<file path="src/design/cgra_pkg.sv">
package cgra_pkg;

	typedef logic [31:0] cfg_word_t;

	typedef enum logic [1:0] {
		SIDE_N = 2'd0,
		SIDE_E = 2'd1,
		SIDE_W = 2'd2,
		SIDE_S = 2'd3
	} side_t;

	// one 4-track bundle per side with north in the top bits.
	typedef struct packed {
		logic [3:0] n;
		logic [3:0] e;
		logic [3:0] w;
		logic [3:0] s;
	} tile_wires_t;

	typedef enum logic [1:0] {
		SB_SRC_0 = 2'd0, // source side (s+1+code) mod 4.
		SB_SRC_1 = 2'd1,
		SB_SRC_2 = 2'd2,
		SB_PE    = 2'd3
	} sb_code_t;

	typedef enum logic [2:0] {
		PE_AND    = 3'd0,
		PE_OR     = 3'd1,
		PE_XOR    = 3'd2,
		PE_NAND   = 3'd3,
		PE_PASS_A = 3'd4,
		PE_REG_A  = 3'd5
	} pe_op_t;

	typedef struct packed {
		logic [20:0] spare;
		logic [1:0]  b_track;
		side_t       b_side;
		logic [1:0]  a_track;
		side_t       a_side;
		pe_op_t      op;
	} pe_cfg_t;

	typedef struct packed {
		logic       cyc;
		logic       stb;
		logic       we;
		logic [3:0] adr;
		cfg_word_t  dat;
	} wb_req_t;

	typedef struct packed {
		logic      ack;
		cfg_word_t dat;
	} wb_rsp_t;

	// source track is (t + offset) mod 4 with the table indexed [dst][src].
	localparam logic [1:0] track_offset [4][4] = '{
		'{2'd0, 2'd0, 2'd1, 2'd2},
		'{2'd3, 2'd0, 2'd0, 2'd2},
		'{2'd2, 2'd0, 2'd0, 2'd1},
		'{2'd3, 2'd0, 2'd2, 2'd0}
	};

	function automatic logic [3:0] wires_get(tile_wires_t w, side_t s);
		case (s)
			SIDE_N:  return w.n;
			SIDE_E:  return w.e;
			SIDE_W:  return w.w;
			default: return w.s;
		endcase
	endfunction

endpackage

</file>
<file path="src/design/cgra_config_wb.sv">
`timescale 1ns/1ps

module cgra_config_wb #(
	parameter int NUM_TILES = 2
) (
	input  logic                clk,
	input  logic                reset,
	input  cgra_pkg::wb_req_t   wb_i,
	output cgra_pkg::wb_rsp_t   wb_o,
	output logic [NUM_TILES-1:0] sb_we_o,
	output logic [NUM_TILES-1:0] pe_we_o,
	output cgra_pkg::cfg_word_t cfg_wdata_o,
	input  cgra_pkg::cfg_word_t sb_rdata_i [NUM_TILES],
	input  cgra_pkg::cfg_word_t pe_rdata_i [NUM_TILES]
);
	import cgra_pkg::*;

	logic      ack_q;
	cfg_word_t rdata_q;
	cfg_word_t rd_word;
	logic      take;
	logic      wr;

	// ack blocks a second take of a held request.
	assign take = wb_i.cyc && wb_i.stb && !ack_q;
	assign wr   = take && wb_i.we;

	assign cfg_wdata_o = wb_i.dat;

	// ##################################################
	// write decode
	// ##################################################

	always_comb begin
		sb_we_o = '0;
		pe_we_o = '0;
		for (int k = 0; k < NUM_TILES; k++) begin
			sb_we_o[k] = wr && (wb_i.adr == 4'(2 * k));
			pe_we_o[k] = wr && (wb_i.adr == 4'(2 * k + 1));
		end
	end

	// ##################################################
	// read-back mux
	// ##################################################

	always_comb begin
		rd_word = '0; // out of range reads zero.
		for (int k = 0; k < NUM_TILES; k++) begin
			if (wb_i.adr == 4'(2 * k))
				rd_word = sb_rdata_i[k];
			if (wb_i.adr == 4'(2 * k + 1))
				rd_word = pe_rdata_i[k];
		end
	end

	always_ff @(posedge clk) begin
		if (reset) begin
			ack_q <= 1'b0;
		end else begin
			ack_q <= take; // single cycle pulse.
		end
	end

	always_ff @(posedge clk) begin
		if (take) begin
			rdata_q <= wb_i.we ? '0 : rd_word;
		end
	end

	assign wb_o = '{ack: ack_q, dat: rdata_q};

endmodule

</file>
<file path="config.mk">
export PLATFORM = sky130hd
export DESIGN_NAME = cgra_config_wb
export DESIGN_NICKNAME = d
export VERILOG_FILES = /design/src/design/cgra_pkg.sv /design/src/design/cgra_config_wb.sv
export SDC_FILE = /design/constraint.sdc
export NUM_CORES = 1
export LEC_CHECK = 0
export ABC_AREA = 0
export BUFFER_PORTS_ARGS = -buffer_cell sky130_fd_sc_hd__buf_2
export CAP_MARGIN = 0
export CORE_AREA = 2 2 93 95
export CTS_BUF_LIST = sky130_fd_sc_hd__clkbuf_4 sky130_fd_sc_hd__clkbuf_8
export DETAILED_ROUTE_END_ITERATION = 10
export DIE_AREA = 0 0 95 97
export HOLD_SLACK_MARGIN = 0.1
export PLACE_DENSITY = 0.68
export SYNTH_ARGS = -nofsm -noshare
export SYNTH_HDL_FRONTEND = slang
export SYNTH_SLANG_ARGS = --single-unit
</file>
<file path="constraint.sdc">
create_clock -name clk -period 4.1 [get_ports clk]
set_input_delay 0.82 -clock clk [delete_from_list [all_inputs] [get_ports clk]]
set_output_delay 0.82 -clock clk [all_outputs]
set_load 0.005 [all_outputs]
</file>
Word-level counts from Yosys, hierarchy flattened
Cells that the tools add are included.
Widths: inputs -> output; s select.
- eq/ne operators: 3
- mux-type cells: 4
- reduce and logical (&&, ||, !) cells: 9
- operators with widths (cell ; count):
    $mux 32 ; 4
    $eq 4x2->1 const B ; 2
    $logic_and 1x1->1 ; 7
    $eq 4x1->1 const B ; 1
    $logic_not 4->1 ; 1
    $logic_not 1->1 ; 1
- register bits after elaboration: 33
- input bits: 169
- output and inout bits: 69
- word-level logic and storage cells: 18

Longest topological paths before layout
- word-level depth: 5
- gate-level depth with buffers: 6
- gate-level depth less buffers: 4

Worst setup path after synthesis
Ideal clock, no wire load.
- path type: input-to-output
- start point: in wb_i[38] (netlist name)
- end point: out sb_we_o[1]
- arrival: 2.831 ns
- data required time: 3.280 ns
- path slack: 0.449 ns
- stages on the path: 4
- buffers on the path: 0
- path through: nand2_1 > nor2_1 > nand3_1 > nor3b_1
- word-level cells in the longest chain between the ends: 4
- ends and longest elaborated chain (what ; RTL line ; text):
    start, declared ; cgra_config_wb.sv:8 ; input cgra_pkg::wb_req_t wb_i,
    $logic_and 1x1->1 (2 in a row) ; cgra_config_wb.sv:25 ; assign take = wb_i.cyc && wb_i.stb && !ack_q;
    net take ; cgra_config_wb.sv:21 ; logic take;
    $logic_and 1x1->1 ; cgra_config_wb.sv:26 ; assign wr = take && wb_i.we;
    $logic_and 1x1->1 ; cgra_config_wb.sv:38 ; sb_we_o[k] = wr && (wb_i.adr == 4'(2 * k));
    end, declared ; cgra_config_wb.sv:10 ; output logic [NUM_TILES-1:0] sb_we_o,
The timed path passes the listed nets, and every way through them passes these cells.

Worst setup path in the final report
- start point: in wb_i[33] (netlist name)
- end point: out pe_we_o[0]
- word-level cells in the longest chain between the ends: 2
- ends and longest elaborated chain (what ; RTL line ; text):
    $eq 4x1->1 ; cgra_config_wb.sv:39 ; pe_we_o[k] = wr && (wb_i.adr == 4'(2 * k + 1));
    $logic_and 1x1->1 ; cgra_config_wb.sv:39 ;
    end, declared ; cgra_config_wb.sv:11 ; output logic [NUM_TILES-1:0] pe_we_o,
Every way passes these cells.

==> key figures <==
Worst setup path
  – Max FO, Critical Path: 15
  – Slowest stage cell, crit path: nor2b_1
  – Crit path max-delay family: simple AND/OR/NAND/NOR gates
  – CP max stage delay: 0.87 ns
  – Critical path, cell by cell: buf_2, nor2b_1, nor2b_1, buf_2
  – Worst setup EP type: output pin
  – CP Launch Point: wb_i[33]
  – Reg2Reg Launch Point: ack_q
  – Worst EP required: 3.28 ns
  – Crit Path Category: input pin to output pin
  – Critical Path Start Type: input pin
  – Crit path DAT: 2.15 ns
  – Worst path bufs/invs: 2

Logic synthesis
  – Synth Area in Compound Gates: 0.2564
  – Syn_area_per_cell: 9.295 µm²
  – Top cells by count, synth: buf_4, edfxtp_1, nand2_1
  – Top FF cell, synth: edfxtp_1
  – Post-Synth XOR/XNOR Area: 0
  – Register area share after synthesis: 0.4188
  – Adder-Cell Fraction of Synth Area: 0
  – Post-synth EDFFs: 32
  – Synth warn: 0
  – Most common cell in the netlist: buf_4
  – Post-synth ARST share: 0
  – Simple-gate portion of the synthesized area: 0.1394
  – Net Count, Synth: 421
  – Main combinational cell family by area after synthesis: compound AO/OA/AOI/OAI gates
  – Post-synthesis mux area share: 0
  – Post-synth top area share: 0.4103
  – Leading area contributor after synthesis: edfxtp_1
  – Mapped Cells: 252
  – Synth area leaders: edfxtp_1, buf_4, o2111ai_1, a222oi_1, a22o_1
  – Distinct cells, synth: 25
  – Post-Syn Area: 2342 µm²
  – Synth Register Bits: 33

Final layout
  – Non-filler instance count after layout: 491
  – Share of cells above drive strength 1: 0.5000
  – Area growth syn-to-layout: 35.52%
  – Area of the multi-input gates: 934.6 µm²
  – Total of fill cells in the finished design: 860
  – Final Instance Area: 3174 µm²
  – Storage element area: 980.9 µm²
  – Nets@finish: 554
  – Diodes inserted: 0

Timing
  – Endpoints failing setup: 0
  – Hold Fails Final Rpt: 0
  – Fin crit share: 0.7235
  – Min Tclk post-route: 2.966 ns
  – Total negative setup slack: 0 ns
  – Achievable Freq: 337.1 MHz
  – RSZ-0062 raised after global routing: no
  – Slew margin rel.: 0.2383
  – Least-Margin Pin Slew: 1.140 ns
  – Final Skew: 0.003582 ns
  – Slew Limit Fails: 0

Pwr
  – Leak: 1.429 nW
  – Clock power share: 0.388
  – VDD IR max: 0.1234 mV
  – Switching part of the total power: 0.2304
  – Flop pwr share: 0.421
  – Combinational share of power: 0.191
  – Switching power total: 0.2151 mW
  – Pwr/cell area: 294.1 nW/µm²
  – Int Power: 0.7183 mW

Global route
  – Number of antenna violations at the first check in global routing: 0
  – First-pass GRT wire length: 12920 µm
  – GRT Overall Usage: 0.1816
  – Remaining Overflow, GRT: 0
  – Via count of the first global-routing pass: 2498
  – Largest net degree at the start of global routing: 40

CTS
  – Clk root buf: clkbuf_8
  – CTS tree: yes
  – Cts hold-fix bufs: 0
  – Num CTS Buffers: 5
  – Post-CTS Setup Bufs: 0
  – Clk sinks: 33
  – Worst skew pair latency: 0.28 ns
  – CTS H-tree lvls: 2
  – Clock transition at path regs: 0.07 ns
  – Clock buffer depth: 2
  – # resized after CTS: 0

Place
  – DP Area: 3040 µm²
  – Port buffer count: 173
  – Placed insts: 483
  – Post-DP HPWL: 6829 µm
  – Final Wtd Congestion: 0.7665

Min path
  – Hold Crit Class: flip-flop to flip-flop
  – Critical hold path startpoint: ack_q

Detailed routing
  – DR iter-0 viols: 119
  – Number of vias per cell: 4.978
  – Via count: 2444
  – Residual DRC: 0
  – Post-route ant nets: 0
  – Per-cell routed wire length: 17.81 µm
  – Routed WL: 8744 µm
  – Pre-antenna DRT Iters: 4

Floorplanning
  – I/O pin cnt: 238
  – Area of the core: 8134 µm²
  – Chip width: 95 µm
  – Row count: 33
  – Die Y: 97 µm
  – Die area: 9215 µm²
  – Initial Util: 0.2880

Run
  – Maximum capacitance violations: 0

Status
  – Outcome: complete, no violations
## kinds of logic (layout without fill, tap and decap cells)
logic type	count (synthesis)	after routing
DFF	33	33
and+or+nand+nor	64	64
buffers and inverters	73	207
AOI/OAI and AO/OA	82	82
## flip-flops by register name, summed over array words and instances, names as in the netlist
name / cells
rdata_q: 32
ack_q: 1
## cell usage in the layout, fill, tap and decap left out, drive strengths merged, types with 3 or more instances in the layout
| master | netlist | routed |
|---|---|---|
| nand2b | 18 | 18 |
| buf | 45 | 181 |
| edfxtp | 32 | 32 |
| a222oi | 14 | 14 |
| nor2b | 3 | 3 |
| o21ai | 18 | 18 |
| a21oi | 18 | 18 |
| clkbuf | 10 | 5 |
| nand2 | 19 | 19 |
| inv | 18 | 18 |
| a22o | 14 | 14 |
| and3 | 3 | 3 |
| nor2 | 16 | 16 |
| o2111ai | 18 | 18 |
## cell type report
cell class | instances | area share
well taps | 105 | 0.04139
clock inverters | 3 | 0.02050
multi-input cells | 146 | 0.2944
repair buffers | 181 | 0.2917
inverters | 18 | 0.02129
clock buffers | 5 | 0.02168
flip-flops and latches | 33 | 0.3090
## metal layers
metal  vias to the layer above  GRT usage  routed length, µm  part of all wire
li1                       1161          -                  -                 -
met1                      1126     0.2055               3227              0.37
met2                       137     0.3262               4501              0.51
met3                        20    0.03583                733             0.084
met4                         0    0.07469                281             0.032
met5                         -          0                  0                 0
## power by group through the flow
stage | logic (mW) | clock network (mW) | registers (mW)
finish | 0.178 | 0.363 | 0.393
global route | 0.198 | 0.381 | 0.394
CTS | 0.180 | 0.375 | 0.393
detailed placement | 0.179 | 0 | 0.400
global placement | 0.177 | 0 | 0.400
floorplan | 0.0985 | 0 | 0.403
## path summary, 6_finish.rpt
kind / end / slack, ns / cells after the start
setup / recovery: pe_we_o[0] / 1.13 / 4
hold / removal: ack_q / 0.52 / 1
hold reg to reg: ack_q / 0.52 / 1
setup reg to reg: rdata_q[4] / 2.62 / 2
## through the flow
step	util	power, mW	hold WS (ns)	worst slack, ns
floorplan	-	0.5012	0.4221	0.4486
global placement	0.3738	0.5767	0.5038	1.142
detailed placement	0.3738	0.5794	0.5192	1.097
CTS	0.3902	0.9475	0.5295	1.092
global route	0.3902	0.9728	0.5545	0.9961
finish	0.3902	0.9334	0.5249	1.134
## worst register-to-register path, cell delays in order, from the launching register on
cell	delay, ns
dfxtp_1	0.35
nor2_4	0.42
buf_4	0.37
No activity file was read; power rests on OpenSTA's default activity.
