--- src/design/cgra_pkg.sv ---
package cgra_pkg;

	typedef logic [31:0] cfg_word_t;

	typedef enum logic [1:0] {
		SIDE_N = 2'd0,
		SIDE_E = 2'd1,
		SIDE_W = 2'd2,
		SIDE_S = 2'd3
	} side_t;

	// one 4-track bundle per side with north in the top bits.
	typedef struct packed {
		logic [3:0] n;
		logic [3:0] e;
		logic [3:0] w;
		logic [3:0] s;
	} tile_wires_t;

	typedef enum logic [1:0] {
		SB_SRC_0 = 2'd0, // source side (s+1+code) mod 4.
		SB_SRC_1 = 2'd1,
		SB_SRC_2 = 2'd2,
		SB_PE    = 2'd3
	} sb_code_t;

	typedef enum logic [2:0] {
		PE_AND    = 3'd0,
		PE_OR     = 3'd1,
		PE_XOR    = 3'd2,
		PE_NAND   = 3'd3,
		PE_PASS_A = 3'd4,
		PE_REG_A  = 3'd5
	} pe_op_t;

	typedef struct packed {
		logic [20:0] spare;
		logic [1:0]  b_track;
		side_t       b_side;
		logic [1:0]  a_track;
		side_t       a_side;
		pe_op_t      op;
	} pe_cfg_t;

	typedef struct packed {
		logic       cyc;
		logic       stb;
		logic       we;
		logic [3:0] adr;
		cfg_word_t  dat;
	} wb_req_t;

	typedef struct packed {
		logic      ack;
		cfg_word_t dat;
	} wb_rsp_t;

	// source track is (t + offset) mod 4 with the table indexed [dst][src].
	localparam logic [1:0] track_offset [4][4] = '{
		'{2'd0, 2'd0, 2'd1, 2'd2},
		'{2'd3, 2'd0, 2'd0, 2'd2},
		'{2'd2, 2'd0, 2'd0, 2'd1},
		'{2'd3, 2'd0, 2'd2, 2'd0}
	};

	function automatic logic [3:0] wires_get(tile_wires_t w, side_t s);
		case (s)
			SIDE_N:  return w.n;
			SIDE_E:  return w.e;
			SIDE_W:  return w.w;
			default: return w.s;
		endcase
	endfunction

endpackage

--- src/design/cgra_switch_box.sv ---
`timescale 1ns/1ps

module cgra_switch_box (
	input  logic                  clk,
	input  logic                  reset,
	input  logic                  cfg_we_i,
	input  cgra_pkg::cfg_word_t   cfg_wdata_i,
	output cgra_pkg::cfg_word_t   cfg_o,
	input  cgra_pkg::tile_wires_t in_i,
	input  logic                  pe_out_i,
	output cgra_pkg::tile_wires_t out_o
);
	import cgra_pkg::*;

	cfg_word_t  cfg_q;
	logic [3:0] out_side [4];

	always_ff @(posedge clk) begin
		if (reset) begin
			cfg_q <= '0;
		end else if (cfg_we_i) begin
			cfg_q <= cfg_wdata_i;
		end
	end

	assign cfg_o = cfg_q;

	// ##################################################
	// per-output track muxes
	// ##################################################

	// field for side s, track t at bits 2*(4s+t).
	always_comb begin
		sb_code_t   code;
		side_t      src_side;
		logic [1:0] src_track;
		logic [3:0] src_bus;
		for (int s = 0; s < 4; s++) begin
			for (int t = 0; t < 4; t++) begin
				code      = sb_code_t'(cfg_q[2 * (4 * s + t) +: 2]);
				src_side  = side_t'(2'(s + 1 + int'(code)));
				src_track = 2'(t + int'(track_offset[s][src_side]));
				src_bus   = wires_get(in_i, src_side);
				if (code == SB_PE)
					out_side[s][t] = pe_out_i;
				else
					out_side[s][t] = src_bus[src_track];
			end
		end
	end

	assign out_o = '{
		n: out_side[SIDE_N],
		e: out_side[SIDE_E],
		w: out_side[SIDE_W],
		s: out_side[SIDE_S]
	};

endmodule

--- src/design/cgra_pe.sv ---
`timescale 1ns/1ps

module cgra_pe (
	input  logic                  clk,
	input  logic                  reset,
	input  logic                  cfg_we_i,
	input  cgra_pkg::cfg_word_t   cfg_wdata_i,
	output cgra_pkg::cfg_word_t   cfg_o,
	input  cgra_pkg::tile_wires_t in_i,
	output logic                  pe_out_o
);
	import cgra_pkg::*;

	pe_cfg_t    cfg_q;
	logic [3:0] a_bus;
	logic [3:0] b_bus;
	logic       op_a;
	logic       op_b;
	logic       a_q;

	always_ff @(posedge clk) begin
		if (reset) begin
			cfg_q <= '0;
		end else if (cfg_we_i) begin
			cfg_q <= pe_cfg_t'(cfg_wdata_i);
		end
	end

	assign cfg_o = cfg_word_t'(cfg_q); // spare bits read back too.

	// ##################################################
	// operand select
	// ##################################################

	always_comb begin
		a_bus = wires_get(in_i, cfg_q.a_side);
		b_bus = wires_get(in_i, cfg_q.b_side);
		op_a  = a_bus[cfg_q.a_track];
		op_b  = b_bus[cfg_q.b_track];
	end

	// one cycle delay for PE_REG_A.
	always_ff @(posedge clk) begin
		if (reset) begin
			a_q <= 1'b0;
		end else begin
			a_q <= op_a;
		end
	end

	always_comb begin
		case (cfg_q.op)
			PE_AND:    pe_out_o = op_a & op_b;
			PE_OR:     pe_out_o = op_a | op_b;
			PE_XOR:    pe_out_o = op_a ^ op_b;
			PE_NAND:   pe_out_o = ~(op_a & op_b);
			PE_PASS_A: pe_out_o = op_a;
			PE_REG_A:  pe_out_o = a_q;
			default:   pe_out_o = 1'b0; // unused opcodes.
		endcase
	end

endmodule

--- src/design/cgra_tile.sv ---
`timescale 1ns/1ps

module cgra_tile (
	input  logic                  clk,
	input  logic                  reset,
	input  logic                  sb_we_i,
	input  logic                  pe_we_i,
	input  cgra_pkg::cfg_word_t   cfg_wdata_i,
	output cgra_pkg::cfg_word_t   sb_cfg_o,
	output cgra_pkg::cfg_word_t   pe_cfg_o,
	input  cgra_pkg::tile_wires_t in_i,
	output cgra_pkg::tile_wires_t out_o
);
	import cgra_pkg::*;

	logic pe_out;

	// PE sees the same incoming wires as the box.
	cgra_pe u_pe (
		.clk         (clk),
		.reset       (reset),
		.cfg_we_i    (pe_we_i),
		.cfg_wdata_i (cfg_wdata_i),
		.cfg_o       (pe_cfg_o),
		.in_i        (in_i),
		.pe_out_o    (pe_out)
	);

	cgra_switch_box u_sb (
		.clk         (clk),
		.reset       (reset),
		.cfg_we_i    (sb_we_i),
		.cfg_wdata_i (cfg_wdata_i),
		.cfg_o       (sb_cfg_o),
		.in_i        (in_i),
		.pe_out_i    (pe_out),
		.out_o       (out_o)
	);

endmodule

--- config.mk ---
export PLATFORM = sky130hd
export DESIGN_NAME = cgra_tile
export DESIGN_NICKNAME = d
export VERILOG_FILES = /design/src/design/cgra_pkg.sv /design/src/design/cgra_switch_box.sv /design/src/design/cgra_pe.sv /design/src/design/cgra_tile.sv
export SDC_FILE = /design/constraint.sdc
export NUM_CORES = 1
export LEC_CHECK = 0
export BUFFER_PORTS_ARGS = -buffer_cell sky130_fd_sc_hd__buf_2
export CAP_MARGIN = 40
export CORE_AREA = 4 4 86 109
export CTS_CLUSTER_SIZE = 12
export DETAILED_ROUTE_END_ITERATION = 6
export DIE_AREA = 0 0 90 113
export PLACE_DENSITY = 0.75
export SLEW_MARGIN = 30
export SYNTH_ARGS = -nofsm -noshare
export SYNTH_HDL_FRONTEND = slang
export SYNTH_SLANG_ARGS = --single-unit
--- constraint.sdc ---
create_clock -name clk -period 3.05 [get_ports clk]
set_clock_uncertainty 0.05 [all_clocks]
set_input_delay 0.305 -clock clk [delete_from_list [all_inputs] [get_ports clk]]
set_output_delay 0.305 -clock clk [all_outputs]
set_load 0.05 [all_outputs]
### Word-level counts from Yosys, hierarchy flattened

Cells that the tools add are included.
W data, S select, Z words.

| storage, ports and cells | value |
|---|---|
| register bits after elaboration | 65 |
| bits of input ports | 52 |
| output and inout port bits | 80 |
| logic and storage cells | 285 |

| operators by class | value |
|---|---|
| add/subtract/negate cells | 28 |
| magnitude comparators | 34 |
| eq/ne operators | 57 |
| multiplexer cells | 119 |
| bitwise gates (word level) | 20 |
| reduce and logical (&&, ||, !) cells | 19 |

Operator list:

| cell | count |
|---|---|
| $pmux W4 S3 | 18 |
| $eq A2 B2 Y1 const B | 34 |
| $bmux W2 S2 | 16 |
| $mux W2 | 32 |
| $lt A2 B3 Y1 const B | 18 |
| $ge A3 B3 Y1 const B | 16 |
| $not A2 Y3 | 16 |
| $bmux W1 S2 | 18 |
| $eq A2 B1 Y1 const B | 18 |
| $logic_not A2 Y1 | 18 |
| $mux W1 | 34 |
| $add A2 B2 Y2 const A | 16 |
| $add A1 B2 Y2 const A | 12 |
| $eq A3 B2 Y1 const B | 2 |
| $eq A3 B3 Y1 const B | 2 |
| $pmux W1 S6 | 1 |
| $eq A3 B1 Y1 const B | 1 |
| $logic_not A3 Y1 | 1 |
| $and A1 B1 Y1 | 1 |
| $not A1 Y1 | 1 |
| $or A1 B1 Y1 | 1 |
| $xor A1 B1 Y1 | 1 |

### Logic depth before layout (Yosys ltp)

Gate-level depths: netlist of run 1.

| logic depth | value |
|---|---|
| depth in word-level cells | 9 |
| mapped depth | 10 |
| gate-level depth less buffers | 8 |

### By module

Synthesis of run 1 repeated with hierarchy kept, for this count alone.

| second synthesis, totals | value |
|---|---|
| cell total of the unflattened synthesis | 356 |
| area, all modules | 3662.3 µm² |

Modules (own cells, without submodules):

| module | times used | cells each | area each (µm²) | sequential area each (µm²) |
|---|---|---|---|---|
| cgra_switch_box | 1 | 213 | 2133.3 | 640.6 |
| cgra_pe | 1 | 143 | 1529.0 | 660.6 |

### Least setup slack after synthesis of run 1

Ideal clock, no wire load.

| timing path | value |
|---|---|
| kind | reg-to-output |
| start | register u_pe.cfg_q (netlist bit u_pe.cfg_o[7]) |
| end | output out_o[0] in the netlist's numbering |
| arrival time | 3741 ps |
| required time | 2695 ps |
| slack | -1046 ps |
| stages on the path, launching flop included | 10 |
| path buffers | 2 |
| cells stage by stage | dfxtp_1 clkbuf_1 mux4_2 mux4_2 ha_1 mux2_2 mux2_2 a2bb2oi_2 buf_4 o21bai_1 |

RTL lines:

| item | line | source |
|---|---|---|
| start, declared | cgra_pe.sv:14 | `pe_cfg_t cfg_q;` |
| start signal, assigned | cgra_pe.sv:25 | `cfg_q <= pe_cfg_t'(cfg_wdata_i);` |
| end, declared | cgra_tile.sv:12 | `output cgra_pkg::tile_wires_t out_o` |

==> flow_summary.toml, run 1 <==
[synthesis]
synth_simple_gate_area_share = 0.09759
synth_cell_type_count = 29
post_synth_mux_area_share = 0.3475
seq_area_frac_synth = 0.3536
synth.largest_area_cell = "sky130_fd_sc_hd__dfxtp_1"
synthesis.area_um2 = 3680
yosysWarnings = 0
synth_enable_flop_cells = 0
synth_top_cells_by_area = "sky130_fd_sc_hd__dfxtp_1, sky130_fd_sc_hd__mux2i_1, sky130_fd_sc_hd__mux4_2"
synth-compound-area-share = 0.09827
ys_seq_elements = 65
syn-num-nets = 422
postSynth.asyncResetShare = 0
largest_family_of_logic_cells_by_synthesized_area = "multiplexers"
netlist_instances = 350
synth_top_area_frac = 0.3536
ys.flop_type = "sky130_fd_sc_hd__dfxtp_1"
synth.cells.most_frequent = "sky130_fd_sc_hd__mux2i_1, sky130_fd_sc_hd__nor2_1, sky130_fd_sc_hd__dfxtp_1, sky130_fd_sc_hd__mux4_2, sky130_fd_sc_hd__ha_1"
synth-adder-area-share = 0.06800
synth.avg_cell_area_um2 = 10.51
post_synth_xor_area_fraction = 0

[cells_and_area]
antenna_cells_inserted = 0
post-route-util = 0.6334
layout-area-overhead-vs-synth_pct = 44.85
finish.net_count = 584
final_layout_size_suffix_gt1_frac = 0.4603

[pwr]
totalPowerFinal_mw = 2.652
leakage_power_nw = 2.534
power_density_nw_per_um2 = 497.5
ir_worst_vdd_uv = 357.2

[timing]
rsz_0062_raised_after_global_routing = "yes"
final_max_slew_viol_count = 0
layout_worst_path_cycle_share = 1.166
max_freq_mhz = 281.2
setup_violations = 16
final_count_of_hold_timing_violations = 0
finalWorstPathRequiredPeriod_ns = 3.556
max_slew.worst_pin.slew_ns = 0.7137
layout_setup_ws_ns = -0.5061
timing.slew.headroom = 0.5225

[route]
antenna_left = 0
drt_iter0_markers = 188
vias = 3418
postRouteWirelength_mm = 11.84
drt_first_pass_iters = 4
routedWlPerCell_um = 19.20
drc = 0
drt-vias-per-instance = 5.540

[floorplanning]
std_cell_rows = 38
die_y_um = 113
floorplan.io_pins = 132
die_area_um2 = 10170
core_region_area_um2 = 8416
floorplan.die.width_um = 90
floorplan.initialDensity = 0.4373

[global_route]
antenna_found_initial = 0
grt_start_max_net_pins = 66
grt_pass1_wl_mm = 18.95
grt_overflow_total = 0
first_global_vias = 3560
grtUsageTotal = 0.2360

[clock_network]
maximum_clock_path_buffer_count = 2
htreeDepth = 3
total_cts_buffers = 9
cts.root.buffer_cell = "sky130_fd_sc_hd__clkbuf_8"
cts_tree = "done"
cts.sink_count = 65
path_clk_slew_ns = 0.08
worst_skew_pair.late_latency_ns = 0.35

[setup_path]
worst_setup_path_end_kind = "primary output"
crit_path_cell_chain = "mux4_2 > mux4_2 > ha_4 > mux2_4 > mux2_4 > a2bb2oi_4 > buf_4 > o21bai_4 > buf_8"
cp_slowest_cell = "sky130_fd_sc_hd__mux4_2"
critical_path.max_fanout = 5
worst-endpoint-required_ns = 2.69
worst-setup-path-type = "reg -> out"
worst_ep_arrival_time_ns = 3.20
critical_path.startpoint_type = "register"
critPathMaxStageDelay_ns = 0.53

[placement]
port-buffer-count = 131
hpwlAfterDp_mm = 8.731
place_worst_setup_slack_ns = -0.2447
finalWeightedCongestion = 0.9170

[status]
failed_checks = "negative setup slack"
status = "finished, violations left"

[run]
maxCapViolations = 0

[hold_path]
kind_of_path_behind_the_tightest_hold_check = "in -> reg"
==> worst paths after layout <==
path | from | endpoint | slack, ns | cells after the start
setup / recovery | u_pe.cfg_o[7] | out_o[14] | -0.51 | 9
hold / removal | cfg_wdata_i[5] | u_pe.cfg_o[5] | 0.15 | 3
setup reg to reg | u_pe.cfg_o[3] | u_pe.a_q | 1.09 | 6
hold reg to reg | u_pe.cfg_o[17] | u_pe.cfg_o[17] | 0.43 | 2
==> through the flow <==
stage | TNS [ns] | hold WS (ns) | cell area [um2] | std cells
after detailed placement | -3.242 | 0.4226 | 4880 | 595
final | -7.581 | 0.1542 | 5330 | 617
after global placement | -2.619 | 0.4182 | 4822 | 593
after global routing | -8.807 | 0.1670 | 5330 | 617
after floorplan | -3.332 | 0.4011 | 3892 | 350
after CTS | -7.286 | 0.1447 | 5273 | 616
==> critical path: cells and delay by family, from the launching register on <==
| family | cells | cell delay [ns] |
|---|---|---|
| compound gates | 2 | 0.32 |
| fa+ha+maj | 1 | 0.19 |
| buf+inv | 2 | 0.33 |
| flops | 1 | 0.40 |
| mux | 4 | 1.59 |
==> flip-flops by register name, summed over array words and instances, names as in the netlist <==
| name | flops |
|---|---|
| u_sb.cfg_o | 32 |
| u_pe.cfg_o | 32 |
| u_pe.a_q | 1 |
==> layout make-up <==
class | count | area (um2)
inverters | 14 | 55.05
flip-flops and latches | 65 | 1310
clock inverters | 4 | 20.02
clock buffers | 12 | 145.1
repair buffers | 170 | 1184
multi-input cells | 252 | 2491
well taps | 100 | 125.1
fillers | 697 | 3085
==> placed cells by master (no fill, tap or decap), drive strengths merged <==
cell type	count
a211oi	2
a2111o	1
and2	1
ha	20
clkbuf	12
a22oi	8
a21oi	7
mux2	2
mux4	26
a221o	1
dfxtp	65
nor2b	4
a2111oi	4
a2bb2oi	1
a311oi	2
a21o	1
clkinv	4
mux2i	67
nor2	67
o21bai	13
a221oi	4
nand2	17
inv	14
buf	170
nand2b	2
o221ai	1
a211o	1
==> layer usage <==
| metal | track usage | share of wire | vias to the layer above |
|---|---|---|---|
| met1 | 0.2896 | 0.39 | 1639 |
| li1 | - | - | 1590 |
| met5 | 0 | 0 | - |
| met4 | 0.1103 | 0.029 | 0 |
| met2 | 0.4003 | 0.50 | 162 |
| met3 | 0.04654 | 0.078 | 27 |
==> power breakdown <==
group          leakage [nW]  switching, mW  internal [mW]
Clock                0.0899          0.331          0.312
Combinational          1.91          0.606          0.443
Sequential            0.539         0.0600          0.900
==> kinds of logic after synthesis <==
logic type      count (synthesis)
mux                            95
compound gates                 46
simple gates                   91
fa+ha+maj                      20
flops                          65
buf+inv                        33
==> repair_timing <==
item / 4_1_cts / 5_1_grt
gates resized for setup: 50 / 9
gates cloned: 1 / 0
setup buffers: 4 / 3
endpoints found under the setup margin: 16 / 16
pin swaps: 5 / 1
hold buffers: 0 / 0
No activity file was read; power rests on OpenSTA's default activity.
==> inputs of run 2 (changes only) <==
Settings changed: PLACE_DENSITY 0.75 to 0.72.
Clock period 3.05 ns to 4.1 ns, I/O delays scaled along.
==> flow_summary.toml, run 2 (synthesized netlist as in run 1, its figures left out) <==
[global_route]
first_global_vias = 3357
grt_pass1_wl_mm = 17.42
antenna_found_initial = 0
grt_start_max_net_pins = 66
grt_overflow_total = 0
grtUsageTotal = 0.2174

[timing]
layout_setup_ws_ns = 0.1529
final_count_of_hold_timing_violations = 0
rsz_0062_raised_after_global_routing = "no"
setup_violations = 0
finalHoldWorstSlack_ns = 0.2634
max_freq_mhz = 253.4
timing.slew.headroom = 0.5345
final_max_slew_viol_count = 0
finalWorstPathRequiredPeriod_ns = 3.947
max_slew.worst_pin.slew_ns = 0.6958
layout_worst_path_cycle_share = 0.9627

[pwr]
netSwitchingPower_mw = 0.6681
totalPowerFinal_mw = 1.830
power.share.switching = 0.3651
intPower_mw = 1.162
power_density_nw_per_um2 = 394.5
power.sequential.fraction = 0.389
comb_power_share = 0.318
ir_worst_vdd_uv = 244.5
clock_power_share = 0.293
leakage_power_nw = 2.237

[cells_and_area]
layout-area-overhead-vs-synth_pct = 26.08
final_cell_mix = "sky130_fd_sc_hd__buf_2, sky130_fd_sc_hd__mux2i_1, sky130_fd_sc_hd__nor2_1"
finish.net_count = 548
final.fill_count = 778
final_layout_size_suffix_gt1_frac = 0.3701
antenna_cells_inserted = 0
regArea_um2 = 1303
fin_cells = 581
layout_commonest_cell = "sky130_fd_sc_hd__buf_2"
multi_input_logic_area_um2 = 2250

[route]
drt_first_pass_iters = 4
postRouteWirelength_mm = 10.79
drt-vias-per-instance = 5.664
drc = 0
drt_iter0_markers = 197
antenna_left = 0
routedWlPerCell_um = 18.57
vias = 3291

[clock_network]
maximum_clock_path_buffer_count = 2
cts_tree = "done"
cts.sink_count = 65
total_cts_buffers = 9
cts.root.buffer_cell = "sky130_fd_sc_hd__clkbuf_8"
cts.hold.buffers_added = 0
path_clk_slew_ns = 0.07
resized_after_cts = 0
htreeDepth = 3
worst_skew_pair.late_latency_ns = 0.35
post-cts-setup-buffers = 0

[setup_path]
critical_path.max_fanout = 12
critPathMaxStageDelay_ns = 0.54
worst-endpoint-required_ns = 3.64
worst_setup_path_end_kind = "primary output"
timing.critical_path.max_delay_family = "multiplexers"
worst-setup-path-type = "reg -> out"
critical_path.startpoint_type = "register"
cp_slowest_cell = "sky130_fd_sc_hd__mux4_2"
crit_path_cell_chain = "mux4_2 > mux4_2 > ha_1 > mux2_2 > mux2_2 > a2bb2oi_2 > buf_4 > o21bai_1 > buf_2"
path_buf_inv = 2
worst_ep_arrival_time_ns = 3.49

[floorplanning]
core_region_area_um2 = 8416
die_y_um = 113
floorplan.io_pins = 132
die_area_um2 = 10170
std_cell_rows = 38
floorplan.initialDensity = 0.4373
floorplan.die.width_um = 90

[placement]
finalWeightedCongestion = 0.8183
dp.cells = 565
place_worst_setup_slack_ns = 0.4612
port-buffer-count = 131
hpwlAfterDp_mm = 8.046

[run]
maxCapViolations = 0

[hold_path]
kind_of_path_behind_the_tightest_hold_check = "in -> reg"

[status]
status = "complete, no violations"
==> run 2: cell types whose count changed in the layout (fill, tap and decap cells not counted), moves of 3 or more <==
cell and change:
sky130_fd_sc_hd__buf_2 +16, sky130_fd_sc_hd__buf_4 -30, sky130_fd_sc_hd__buf_6 -8, sky130_fd_sc_hd__buf_8 -12
sky130_fd_sc_hd__mux2i_1 +3, sky130_fd_sc_hd__o21bai_1 +12, sky130_fd_sc_hd__o21bai_4 -12
==> run 2: worst paths after layout <==
kind / from / endpoint / slack (ns) / depth (start not counted)
setup reg to reg: u_pe.cfg_o[3] / u_pe.a_q / 2.26 / 4
hold / removal: cfg_wdata_i[14] / u_sb.cfg_o[14] / 0.26 / 3
hold reg to reg: u_pe.cfg_o[17] / u_pe.cfg_o[17] / 0.44 / 2
setup / recovery: u_pe.cfg_o[7] / out_o[9] / 0.15 / 9
==> run 2: layer usage <==
layer,part of all wire,track usage,vias up
met1,0.38,0.2556,1600
met2,0.52,0.3799,152
met5,0,0,-
li1,-,-,1520
met4,0.026,0.1144,0
met3,0.075,0.03723,19
==> run 2: per-stage QoR <==
step                      instance area, um2    util  setup TNS [ns]
final                                   4639  0.5513               0
after global routing                    4639  0.5513               0
after CTS                               4638  0.5511               0
after detailed placement                4449  0.5287               0
after global placement                  4392  0.5219               0
after floorplan                         3680       -          -1.005
==> run 2: power groups by stage <==
stage	clock, mW	combinational [mW]	sequential [mW]
6_report	0.536	0.582	0.713
3_5_place_dp	0	0.581	0.727
2_1_floorplan	0	0.299	0.845
3_3_place_gp	0	0.567	0.726
5_1_grt	0.575	0.617	0.720
4_1_cts	0.549	0.582	0.713
==> run 2: area by class of cell <==
type,instances,area share
inverter,14,0.01133
clock buffer,13,0.03209
clock inverter,3,0.008630
sequential,65,0.2807
tap,100,0.02697
multi-input combinational,252,0.4849
timing repair buffer,134,0.1553
==> run 2: tightest hold or removal path, cell delays in order <==
cell and delay, ns:
sky130_fd_sc_hd__buf_2 0.09, sky130_fd_sc_hd__mux2i_1 0.06, sky130_fd_sc_hd__nor2_1 0.07
==> inputs of run 3 (changes only) <==
Settings changed: ABC_AREA set to 1, CORE_AREA 4 4 86 109 to 4 4 88 111, CTS_CLUSTER_SIZE 12 to unset, DIE_AREA 0 0 90 113 to 0 0 92 115.
==> flow_summary.toml, run 3 <==
[setup_path]
cp-startpoint = "u_pe.cfg_o[7]"
timing.rr.start = "u_pe.cfg_o[4]"
worst-endpoint-required_ns = 3.64
critical_path.startpoint_type = "register"
worst_ep_arrival_time_ns = 3.05
worst-setup-path-type = "reg -> out"
critical_path.max_fanout = 16
worst_setup_path_end_kind = "primary output"

[clock_network]
cts_tree = "done"
htreeDepth = 3
total_cts_buffers = 9
cts.root.buffer_cell = "sky130_fd_sc_hd__clkbuf_8"
resized_after_cts = 0
maximum_clock_path_buffer_count = 2
post-cts-setup-buffers = 0
cts.sink_count = 65
path_clk_slew_ns = 0.09
cts.hold.buffers_added = 0
worst_skew_pair.late_latency_ns = 0.36

[synthesis]
yosysWarnings = 0
ys_seq_elements = 65
synth_cell_type_count = 28
synth_top_area_frac = 0.3368
seq_area_frac_synth = 0.3368
synth.avg_cell_area_um2 = 6.851
yosys.cell_count.top_type = "sky130_fd_sc_hd__nand2_1"
postSynth.asyncResetShare = 0
syn-num-nets = 636
synth_top_cells_by_area = "sky130_fd_sc_hd__dfxtp_1, sky130_fd_sc_hd__nand2_1, sky130_fd_sc_hd__a21oi_1"
synth.cells.most_frequent = "sky130_fd_sc_hd__nand2_1, sky130_fd_sc_hd__a21oi_1, sky130_fd_sc_hd__dfxtp_1, sky130_fd_sc_hd__inv_1, sky130_fd_sc_hd__o21ai_0"
netlist_instances = 564
ys.flop_type = "sky130_fd_sc_hd__dfxtp_1"
synth_enable_flop_cells = 0
synthesis.area_um2 = 3864
synth.largest_area_cell = "sky130_fd_sc_hd__dfxtp_1"

[route]
drt-vias-per-instance = 5.304
drc = 0
drt_first_pass_iters = 6
drt_iter0_markers = 308
antenna_left = 0
routedWlPerCell_um = 16.12
vias = 4296
postRouteWirelength_mm = 13.06

[cells_and_area]
layout-area-overhead-vs-synth_pct = 24.45
layout_commonest_cell = "sky130_fd_sc_hd__nand2_1"
finish.net_count = 757
final_cell_mix = "sky130_fd_sc_hd__nand2_1, sky130_fd_sc_hd__buf_2, sky130_fd_sc_hd__a21oi_1"
final.fill_count = 888
final_layout_size_suffix_gt1_frac = 0.2580
antenna_cells_inserted = 0
multi_input_logic_area_um2 = 2228
regArea_um2 = 1301

[floorplanning]
floorplan.io_pins = 132
die_y_um = 115
core_region_area_um2 = 8653
floorplan.die.width_um = 92
std_cell_rows = 38
floorplan.initialDensity = 0.4465
die_area_um2 = 10580

[placement]
port-buffer-count = 131
place_worst_setup_slack_ns = 0.9878
finalWeightedCongestion = 0.9666
hpwlAfterDp_mm = 9.664

[status]
status = "complete, no violations"

[timing]
setup_violations = 0
timing.slew.headroom = 0.5487
final_max_slew_viol_count = 0
max_freq_mhz = 285.1
finalWorstPathRequiredPeriod_ns = 3.507
final_count_of_hold_timing_violations = 0
max_slew.worst_pin.slew_ns = 0.6760
layout_setup_ws_ns = 0.5929
layout_worst_path_cycle_share = 0.8554
timing.setup.tns_ns = 0
rsz_0062_raised_after_global_routing = "no"

[global_route]
grtUsageTotal = 0.2467
grt_start_max_net_pins = 54
antenna_found_initial = 0
grt_pass1_wl_mm = 20.71
grt_overflow_total = 0
first_global_vias = 4186

[pwr]
ir_worst_vdd_uv = 239.5
power_density_nw_per_um2 = 408.9
leakage_power_nw = 2.433

[run]
maxCapViolations = 0

[hold_path]
kind_of_path_behind_the_tightest_hold_check = "in -> reg"
worstHoldStart = "cfg_wdata_i[4]"
run 3: cell types whose count changed after synthesis, sizes merged, moves of 13 or more:
cell / change
nand2: +172
a21oi: +82
mux2i: -67
nor2: -48
inv: +44
o21ai: +32
mux4: -26
nand3: +18
o21bai: -13
run 3: path summary, 6_finish.rpt:
| check | slack, ns | endpoint | cells past startpoint |
|---|---|---|---|
| setup reg to reg | 2.72 | u_pe.a_q | 7 |
| setup / recovery | 0.59 | out_o[9] | 16 |
| hold / removal | 0.26 | u_pe.cfg_o[4] | 3 |
| hold reg to reg | 0.41 | u_pe.cfg_o[14] | 2 |
run 3: worst max-delay path: stages (launching register included):
cell,delay (ns)
sky130_fd_sc_hd__dfxtp_1,0.54
sky130_fd_sc_hd__nand2_1,0.18
sky130_fd_sc_hd__inv_1,0.10
sky130_fd_sc_hd__a21oi_1,0.07
sky130_fd_sc_hd__a21oi_1,0.14
sky130_fd_sc_hd__nand2_1,0.06
sky130_fd_sc_hd__nand2_1,0.10
sky130_fd_sc_hd__inv_1,0.05
sky130_fd_sc_hd__ha_1,0.21
sky130_fd_sc_hd__a21oi_1,0.14
sky130_fd_sc_hd__o21ai_0,0.09
sky130_fd_sc_hd__o211ai_1,0.11
sky130_fd_sc_hd__nand2_1,0.12
sky130_fd_sc_hd__nand2_4,0.34
sky130_fd_sc_hd__nand2_1,0.09
sky130_fd_sc_hd__nand2_1,0.08
sky130_fd_sc_hd__buf_2,0.27
run 3: kinds of logic (layout without fill, tap and decap cells):
kind of cell	count (synthesis)	after routing	share of synthesized area
AO/OA/AOI/OAI	163	163	0.2390
adder cells (fa/ha/maj)	20	20	0.06477
buffers and inverters	82	208	0.08646
flip-flops	65	65	0.3368
AND/OR/NAND/NOR	234	234	0.2730
run 3: cell type report:
class                   instances  share of cell area
multi-input cells             417              0.4634
flip-flops and latches         65              0.2706
repair buffers                133              0.1395
inverters                      59             0.04606
clock buffers                  11             0.03149
well taps                     120             0.03123
clock inverters                 5             0.01769
run 3: routing by layer:
metal	track usage	wire length, um
met1	0.3049	5560
met5	0	0
met3	0.04843	914
met4	0.1110	433
met2	0.4167	6152
run 3: power breakdown:
| group | leakage [nW] | internal [mW] | switching, mW |
|---|---|---|---|
| Combinational | 1.78 | 0.154 | 0.439 |
| Clock | 0.117 | 0.380 | 0.282 |
| Sequential | 0.537 | 0.669 | 0.0424 |
run 3: per-stage QoR:
stage / util / instance area [um2] / power (mW) / hold slack, ns / instances
6_report: 0.5557 / 4808 / 1.966 / 0.2580 / 810
5_1_grt: 0.5557 / 4808 / 2.053 / 0.2466 / 810
4_1_cts: 0.5557 / 4808 / 1.973 / 0.2433 / 810
3_5_place_dp: 0.5283 / 4572 / 1.315 / 0.4016 / 794
3_3_place_gp: 0.5283 / 4572 / 1.307 / 0.3970 / 794
2_1_floorplan: - / 3864 / 1.158 / 0.5005 / 564
